`src/ntm_pkg.sv`:
```
// Shared types for the NTM controller hidden-layer datapath
// All data values are signed Q8.8; products and sums are kept in 32 bits

package ntm_pkg;

  ////////////////////////////////////////////////////////////
  // Widths
  ////////////////////////////////////////////////////////////

  localparam int DATA_W  = 16;
  localparam int ACC_W   = 32;
  localparam int INDEX_W = 8;

  ////////////////////////////////////////////////////////////
  // Scalar types
  ////////////////////////////////////////////////////////////

  typedef logic signed [DATA_W-1:0]  data_t;
  typedef logic signed [ACC_W-1:0]   acc_t;
  typedef logic        [INDEX_W-1:0] index_t;

  // Q8.8 landmarks of the hard sigmoid
  localparam data_t ONE_Q  = 16'sh0100;
  localparam data_t HALF_Q = 16'sh0080;

  ////////////////////////////////////////////////////////////
  // Pipeline payloads
  ////////////////////////////////////////////////////////////

  // One W*x or K*r term framed by first/last
  typedef struct packed {
    data_t weight;
    data_t operand;
    logic  first;
    logic  last;
  } ntm_term_t;

  // Rescaled product with its flags carried along
  typedef struct packed {
    acc_t value;
    logic first;
    logic last;
  } ntm_product_t;

  // Finished pre-activation of one neuron
  typedef struct packed {
    acc_t   value;
    index_t index;
  } ntm_sum_t;

  // Hidden output h(l)
  typedef struct packed {
    data_t  value;
    index_t index;
  } ntm_hidden_t;

endpackage

```
`src/ntm_controller.sv`:
```
// Hidden layer of the NTM controller as a three-stage pipeline
// Neuron framing comes only from the first/last flags of the term stream
// h_valid follows the last term of a neuron by exactly 3 cycles
// No back-pressure, terms may arrive every cycle

`timescale 1ns/1ps

module ntm_controller
  import ntm_pkg::*;
#(
  parameter int FRAC_BITS = 8
) (
  input  logic        CLK,
  input  logic        RST,

  // W*x and K*r terms
  input  logic        term_valid,
  input  ntm_term_t   term,

  // Bias b(l)
  input  logic        bias_valid,
  input  data_t       bias,

  // Hidden output h(l)
  output logic        h_valid,
  output ntm_hidden_t h
);

  ////////////////////////////////////////////////////////////
  // Stage links
  ////////////////////////////////////////////////////////////

  logic         product_valid;
  ntm_product_t product;

  logic         sum_valid;
  ntm_sum_t     sum;

  ////////////////////////////////////////////////////////////
  // Stages
  ////////////////////////////////////////////////////////////

  // Stage 1, term products
  ntm_term_multiplier #(
    .FRAC_BITS(FRAC_BITS)
  ) i_ntm_term_multiplier (
    .CLK          (CLK),
    .RST          (RST),
    .term_valid   (term_valid),
    .term         (term),
    .product_valid(product_valid),
    .product      (product)
  );

  // Stage 2, per-neuron sum plus bias
  ntm_neuron_accumulator i_ntm_neuron_accumulator (
    .CLK          (CLK),
    .RST          (RST),
    .bias_valid   (bias_valid),
    .bias         (bias),
    .product_valid(product_valid),
    .product      (product),
    .sum_valid    (sum_valid),
    .sum          (sum)
  );

  // Stage 3, activation
  ntm_logistic #(
    .FRAC_BITS(FRAC_BITS)
  ) i_ntm_logistic (
    .CLK      (CLK),
    .RST      (RST),
    .sum_valid(sum_valid),
    .sum      (sum),
    .h_valid  (h_valid),
    .h        (h)
  );

endmodule

```
`src/ntm_logistic.sv`:
```
// Stage 3, hard sigmoid h = 0.5 + x/4 clipped to [0, 1]
// Input sum is Q8.8 in 32 bits, output is Q8.8 in 16 bits
// Saturates high from sum 2.0, low once 0.5 + x/4 reaches 0

`timescale 1ns/1ps

module ntm_logistic
  import ntm_pkg::*;
#(
  parameter int FRAC_BITS = 8
) (
  input  logic        CLK,
  input  logic        RST,

  // Sum stream in
  input  logic        sum_valid,
  input  ntm_sum_t    sum,

  // Hidden output
  output logic        h_valid,
  output ntm_hidden_t h
);

  ////////////////////////////////////////////////////////////
  // Constants and signals
  ////////////////////////////////////////////////////////////

  // Sum of 2.0 maps onto 1.0
  localparam acc_t SAT_HI = acc_t'(2) <<< FRAC_BITS;

  acc_t  linear;
  data_t h_next;

  ////////////////////////////////////////////////////////////
  // Hard sigmoid
  ////////////////////////////////////////////////////////////

  always_comb begin
    // Slope of 1/4, floor rounding
    linear = acc_t'(HALF_Q) + (sum.value >>> 2);
    if (sum.value >= SAT_HI) begin
      h_next = ONE_Q;
    end else if (linear <= 0) begin
      h_next = '0;
    end else begin
      // Between 0 and 1 here, fits in 16 bits
      h_next = data_t'(linear);
    end
  end

  // Valid strobe
  always_ff @(posedge CLK or posedge RST) begin
    if (RST) begin
      h_valid <= 1'b0;
    end else begin
      h_valid <= sum_valid;
    end
  end

  // Result with neuron index
  always_ff @(posedge CLK) begin
    if (sum_valid) begin
      h.value <= h_next;
      h.index <= sum.index;
    end
  end

endmodule

```
`src/ntm_neuron_accumulator.sv`:
```
// Stage 2, sums the products of one neuron and adds its bias
// Bias is sampled from the register as it stands when the first product arrives,
// i.e. the latest bias presented up to the cycle of the first term
// Products are already Q8.8, so the bias is only sign-extended
// Sum wraps modulo 2^32, neuron index wraps at 256

`timescale 1ns/1ps

module ntm_neuron_accumulator
  import ntm_pkg::*;
(
  input  logic         CLK,
  input  logic         RST,

  // Bias load
  input  logic         bias_valid,
  input  data_t        bias,

  // Product stream in
  input  logic         product_valid,
  input  ntm_product_t product,

  // Completed sums out
  output logic         sum_valid,
  output ntm_sum_t     sum
);

  ////////////////////////////////////////////////////////////
  // Signals
  ////////////////////////////////////////////////////////////

  data_t  bias_q;     // current bias
  acc_t   run_sum;    // partial sum of current neuron
  logic   active;     // inside a neuron
  index_t index_q;    // number of next neuron to emit

  logic   accept;
  logic   close;
  acc_t   base;
  acc_t   next_sum;

  ////////////////////////////////////////////////////////////
  // Summing
  ////////////////////////////////////////////////////////////

  always_comb begin
    // Products before any first flag are dropped
    accept   = product_valid && (product.first || active);
    close    = accept && product.last;
    // First product restarts from the bias, discarding any partial sum
    base     = product.first ? acc_t'(bias_q) : run_sum;
    next_sum = base + product.value;
  end

  ////////////////////////////////////////////////////////////
  // Control state
  ////////////////////////////////////////////////////////////

  always_ff @(posedge CLK or posedge RST) begin
    if (RST) begin
      bias_q    <= '0;
      active    <= 1'b0;
      index_q   <= '0;
      sum_valid <= 1'b0;
    end else begin
      if (bias_valid) begin
        bias_q <= bias;
      end
      sum_valid <= close;
      if (accept) begin
        active <= !product.last;
      end
      if (close) begin
        index_q <= index_q + 1'b1;
      end
    end
  end

  // Running sum and output payload
  always_ff @(posedge CLK) begin
    if (accept) begin
      run_sum <= next_sum;
    end
    if (close) begin
      sum.value <= next_sum;
      sum.index <= index_q;
    end
  end

endmodule

```
`src/ntm_term_multiplier.sv`:
```
// Stage 1 of the hidden-layer pipeline, one term per cycle, no stall
// Product is rescaled by FRAC_BITS with floor rounding (arithmetic shift)
// Result appears one cycle after the term

`timescale 1ns/1ps

module ntm_term_multiplier
  import ntm_pkg::*;
#(
  parameter int FRAC_BITS = 8
) (
  input  logic         CLK,
  input  logic         RST,

  // Term stream in
  input  logic         term_valid,
  input  ntm_term_t    term,

  // Product stream out
  output logic         product_valid,
  output ntm_product_t product
);

  ////////////////////////////////////////////////////////////
  // Signals
  ////////////////////////////////////////////////////////////

  acc_t full_product;
  acc_t scaled_product;

  ////////////////////////////////////////////////////////////
  // Datapath
  ////////////////////////////////////////////////////////////

  // Q8.8 x Q8.8 gives Q16.16 in 32 bits, never overflows
  always_comb begin
    full_product   = term.weight * term.operand;
    // Back to Q8.8 scale, truncating toward minus infinity
    scaled_product = full_product >>> FRAC_BITS;
  end

  // Valid strobe
  always_ff @(posedge CLK or posedge RST) begin
    if (RST) begin
      product_valid <= 1'b0;
    end else begin
      product_valid <= term_valid;
    end
  end

  // Payload with framing flags
  always_ff @(posedge CLK) begin
    if (term_valid) begin
      product.value <= scaled_product;
      product.first <= term.first;
      product.last  <= term.last;
    end
  end

endmodule
```
`config.mk`:
```
export PLATFORM = sky130hd
export DESIGN_NAME = ntm_controller
export DESIGN_NICKNAME = d
export VERILOG_FILES = /design/src/ntm_pkg.sv /design/src/ntm_controller.sv /design/src/ntm_logistic.sv /design/src/ntm_neuron_accumulator.sv /design/src/ntm_term_multiplier.sv
export SDC_FILE = /design/constraint.sdc
export NUM_CORES = 1
export LEC_CHECK = 0
export CORE_MARGIN = 2
export CORE_UTILIZATION = 60
export DETAILED_ROUTE_END_ITERATION = 16
export DONT_BUFFER_PORTS = 1
export GPL_TIMING_DRIVEN = 0
export PLACE_DENSITY = 0.79
export SLEW_MARGIN = 25
export SYNTH_ARGS = -nofsm -noshare
export SYNTH_HDL_FRONTEND = slang
export SYNTH_SLANG_ARGS = --single-unit
```
`constraint.sdc`:
```
create_clock -name CLK -period 9.5 [get_ports CLK]
set_input_delay 0 -clock CLK [delete_from_list [all_inputs] [get_ports CLK]]
set_output_delay 0 -clock CLK [all_outputs]
set_load 0.02 [all_outputs]
```
==> results.cfg <==
[critical_path]
ff2ff_path_depth = 11
crit_path_start_kind = input pin
cp_top_family = adder cells
critPathMaxFanout = 10
crit_type = input pin to register
rr_startpoint = i_ntm_term_multiplier.product[1]
endpoint_kind = register
arrival_ps = 6290
crit_top_cell = fa_1
worstPathCellList = clkbuf_1 -> nand2_1 -> fa_1 -> inv_1 -> fa_1 -> fa_1 -> fa_1 -> fa_1 -> inv_1 -> fa_1 -> inv_1 -> ha_1 -> a2111oi_0 -> o21ai_0 -> a221o_1 -> a21boi_0 -> and3_1 -> a311oi_1
cp.required_ps = 9660
r2r_end = i_ntm_neuron_accumulator.sum[36]
critical_path.max_stage_delay_ps = 920
cp_slowest_cell = fa_1
ff2ff_setup_slack_ps = 5300
cp_num_buf_inv = 4

[clock_tree]
postCtsHoldBufs = 20
cts_tree = yes
cts-buffers-inserted = 17
cts.clk_slew.worst_paths_ps = 70
cts_resized = 0
worstSkewPairLatency_ps = 430
cts.path.max_buffers = 2
htree_levels = 4
post_cts_buffers = 0
clock-root-buffer = clkbuf_16
cts.sinks = 148

[yosys]
async_flop_share_pct = 18.9
synth_edf_count = 120
yosysWarnings = 0
ys_dominant_reg_cell = edfxtp_1
syn_area_sq_um = 16900
ys_types = 71
syn_area_per_cell_sq_um = 10.3
synth_sequential_area_ratio_pct = 25.4
ys_seq_elements = 148
synthCells = 1638

[floorplanning]
dieWidth_microns = 172
core_area_sq_um = 27800
dieArea_sq_um = 29600
die_h_microns = 172
placementRows = 61
ioPinCount = 79
initial_utilization_pct = 61.0

[global_routing]
grt_max_degree = 35
grt.total_usage_pct = 27.1
grt_pass1_vias = 12200
antenna_found_initial = 0
grt_first_pass_wirelength_microns = 61900
grt_overflow_total = 0

[hold_path]
holdCritPathClass = input pin to register
min-delay-start = term_valid
min_to = i_ntm_term_multiplier.product_valid
hold_depth = 1

[flow_run]
drv_cap = 0

[sta]
relSlewSlack_pct = 41.4
rsz0062_at_grt = no
hold_viol_final = 1
period_needed_ps = 6130
period_share_pct = 64.5
tightest_slew_ps = 878
skew_ps = 12.3
hold_ws_ps = -20.0
drv_slew = 0
setup_viol_count_final = 0
fin_setup_tns_ps = 0
fmax_mhz = 163

[run_status]
status = finished, violations left
violations = hold timing

[layout]
nNetsFinal = 2108
drive_above_1_share_pct = 5.38
diodes = 0
area_delta_synth_final_pct = 7.56

[drt]
vias_per_cell = 5.57
drt.antenna.violating_nets = 0
num_vias = 11500
first_iter_violations = 911
dr.pass1.iters = 5
drt-wirelength-per-cell_microns = 18.2
drc = 0
routed_wl_microns = 37600

[place]
port_buffers = 0
dp_hpwl_microns = 30100
gp_congestion = 0.931
synth_stat cells (13+ instances only):
| library cell | instances | area share (%) |
|---|---|---|
| mux2_2 | 35 | 2.3 |
| edfxtp_1 | 120 | 21 |
| ha_1 | 112 | 8.3 |
| dfrtp_1 | 28 | 4.1 |
| and2_1 | 139 | 5.1 |
| nand2_1 | 146 | 3.2 |
| o21ai_0 | 37 | 1.1 |
| nor2_1 | 50 | 1.1 |
| clkbuf_1 | 41 | 0.91 |
| nor3_1 | 18 | 0.53 |
| xnor2_1 | 51 | 2.6 |
| xor2_1 | 18 | 0.93 |
| fa_1 | 262 | 31 |
| a21oi_1 | 36 | 1.1 |
| nand4_1 | 13 | 0.48 |
| nand3_1 | 20 | 0.59 |
| inv_1 | 343 | 7.6 |
| a21o_1 | 18 | 0.80 |
kinds of logic after synthesis:
family	Yosys count	synth area share, %
buf+inv	387	8.64
fa+ha+maj	374	39.2
simple gates	442	13.4
mux	38	2.50
flops	148	25.4
xor+xnor	69	3.57
other cells	1	0.0221
compound gates	179	7.26
routing by layer:
metal	GRT usage (%)	up-vias	share of wire, %
li1	-	5310	-
met1	34.9	5675	41
met2	46.3	459	48
met3	6.23	83	7.9
met4	7.82	0	2.9
met5	0	-	0
layout by cell type (no fill, tap or decap), types with 4 or more instances in the layout:
cell / n
a211oi_1: 10
a21o_1: 18
a21oi_1: 36
a31oi_1: 8
and2_1: 139
and3_1: 11
clkbuf_1: 41
clkbuf_16: 17
clkinv_4: 5
dfrtp_1: 28
dlygate4sd3_1: 19
edfxtp_1: 120
fa_1: 262
ha_1: 112
inv_1: 342
inv_6: 4
mux2_2: 35
nand2_1: 146
nand2b_1: 8
nand3_1: 20
nand4_1: 13
nor2_1: 50
nor3_1: 18
nor4_1: 12
o211ai_1: 6
o21a_1: 11
o21ai_0: 37
o21bai_1: 7
or3_1: 7
xnor2_1: 51
xor2_1: 18
flip-flops by register name, summed over array words and instances (netlist names):
name / cells
i_ntm_neuron_accumulator.sum: 38
i_ntm_neuron_accumulator.run_sum: 32
i_ntm_term_multiplier.product: 26
i_ntm_logistic.h: 24
i_ntm_neuron_accumulator.bias_q: 16
i_ntm_neuron_accumulator.index_q: 8
i_ntm_logistic.h_valid: 1
i_ntm_neuron_accumulator.active: 1
i_ntm_neuron_accumulator.sum_valid: 1
i_ntm_term_multiplier.product_valid: 1
per-stage QoR:
step | instances | hold slack (ps) | util (%) | worst slack (ps) | area [sq um]
floorplan | 1640 | 31.4 | - | 3640 | 16900
global placement | 2018 | 34.3 | 62.7 | 3050 | 17400
detailed placement | 2019 | -16.5 | 62.8 | 2910 | 17400
CTS | 2071 | 105 | 65.6 | 3360 | 18200
global route | 2071 | 0.291 | 65.6 | 3000 | 18200
finish | 2071 | -20.0 | 65.6 | 3370 | 18200
final cells by class:
cell class | instances | area [sq um]
sequential | 148 | 4300
buffer | 44 | 178
fill | 2176 | 9560
timing repair buffer | 21 | 215
tap | 378 | 473
multi-input combinational | 1105 | 11200
clock inverter | 13 | 139
clock buffer | 19 | 443
inverter | 343 | 1290
how the worst max path moves through the flow:
stage,from,end,slack [ps],cells after the start
floorplan,term[33],i_ntm_term_multiplier.product[24],3640,18
global placement,term[33],i_ntm_term_multiplier.product[24],3050,18
detailed placement,term[33],i_ntm_term_multiplier.product[25],2910,18
CTS,term[33],i_ntm_term_multiplier.product[25],3360,18
global route,term[33],i_ntm_term_multiplier.product[25],3000,18
finish,term[33],i_ntm_term_multiplier.product[25],3370,18
Power is left out: the tool's default activity adds up to more than one toggle a clock period on the data nets, which glitch-free logic cannot reach.
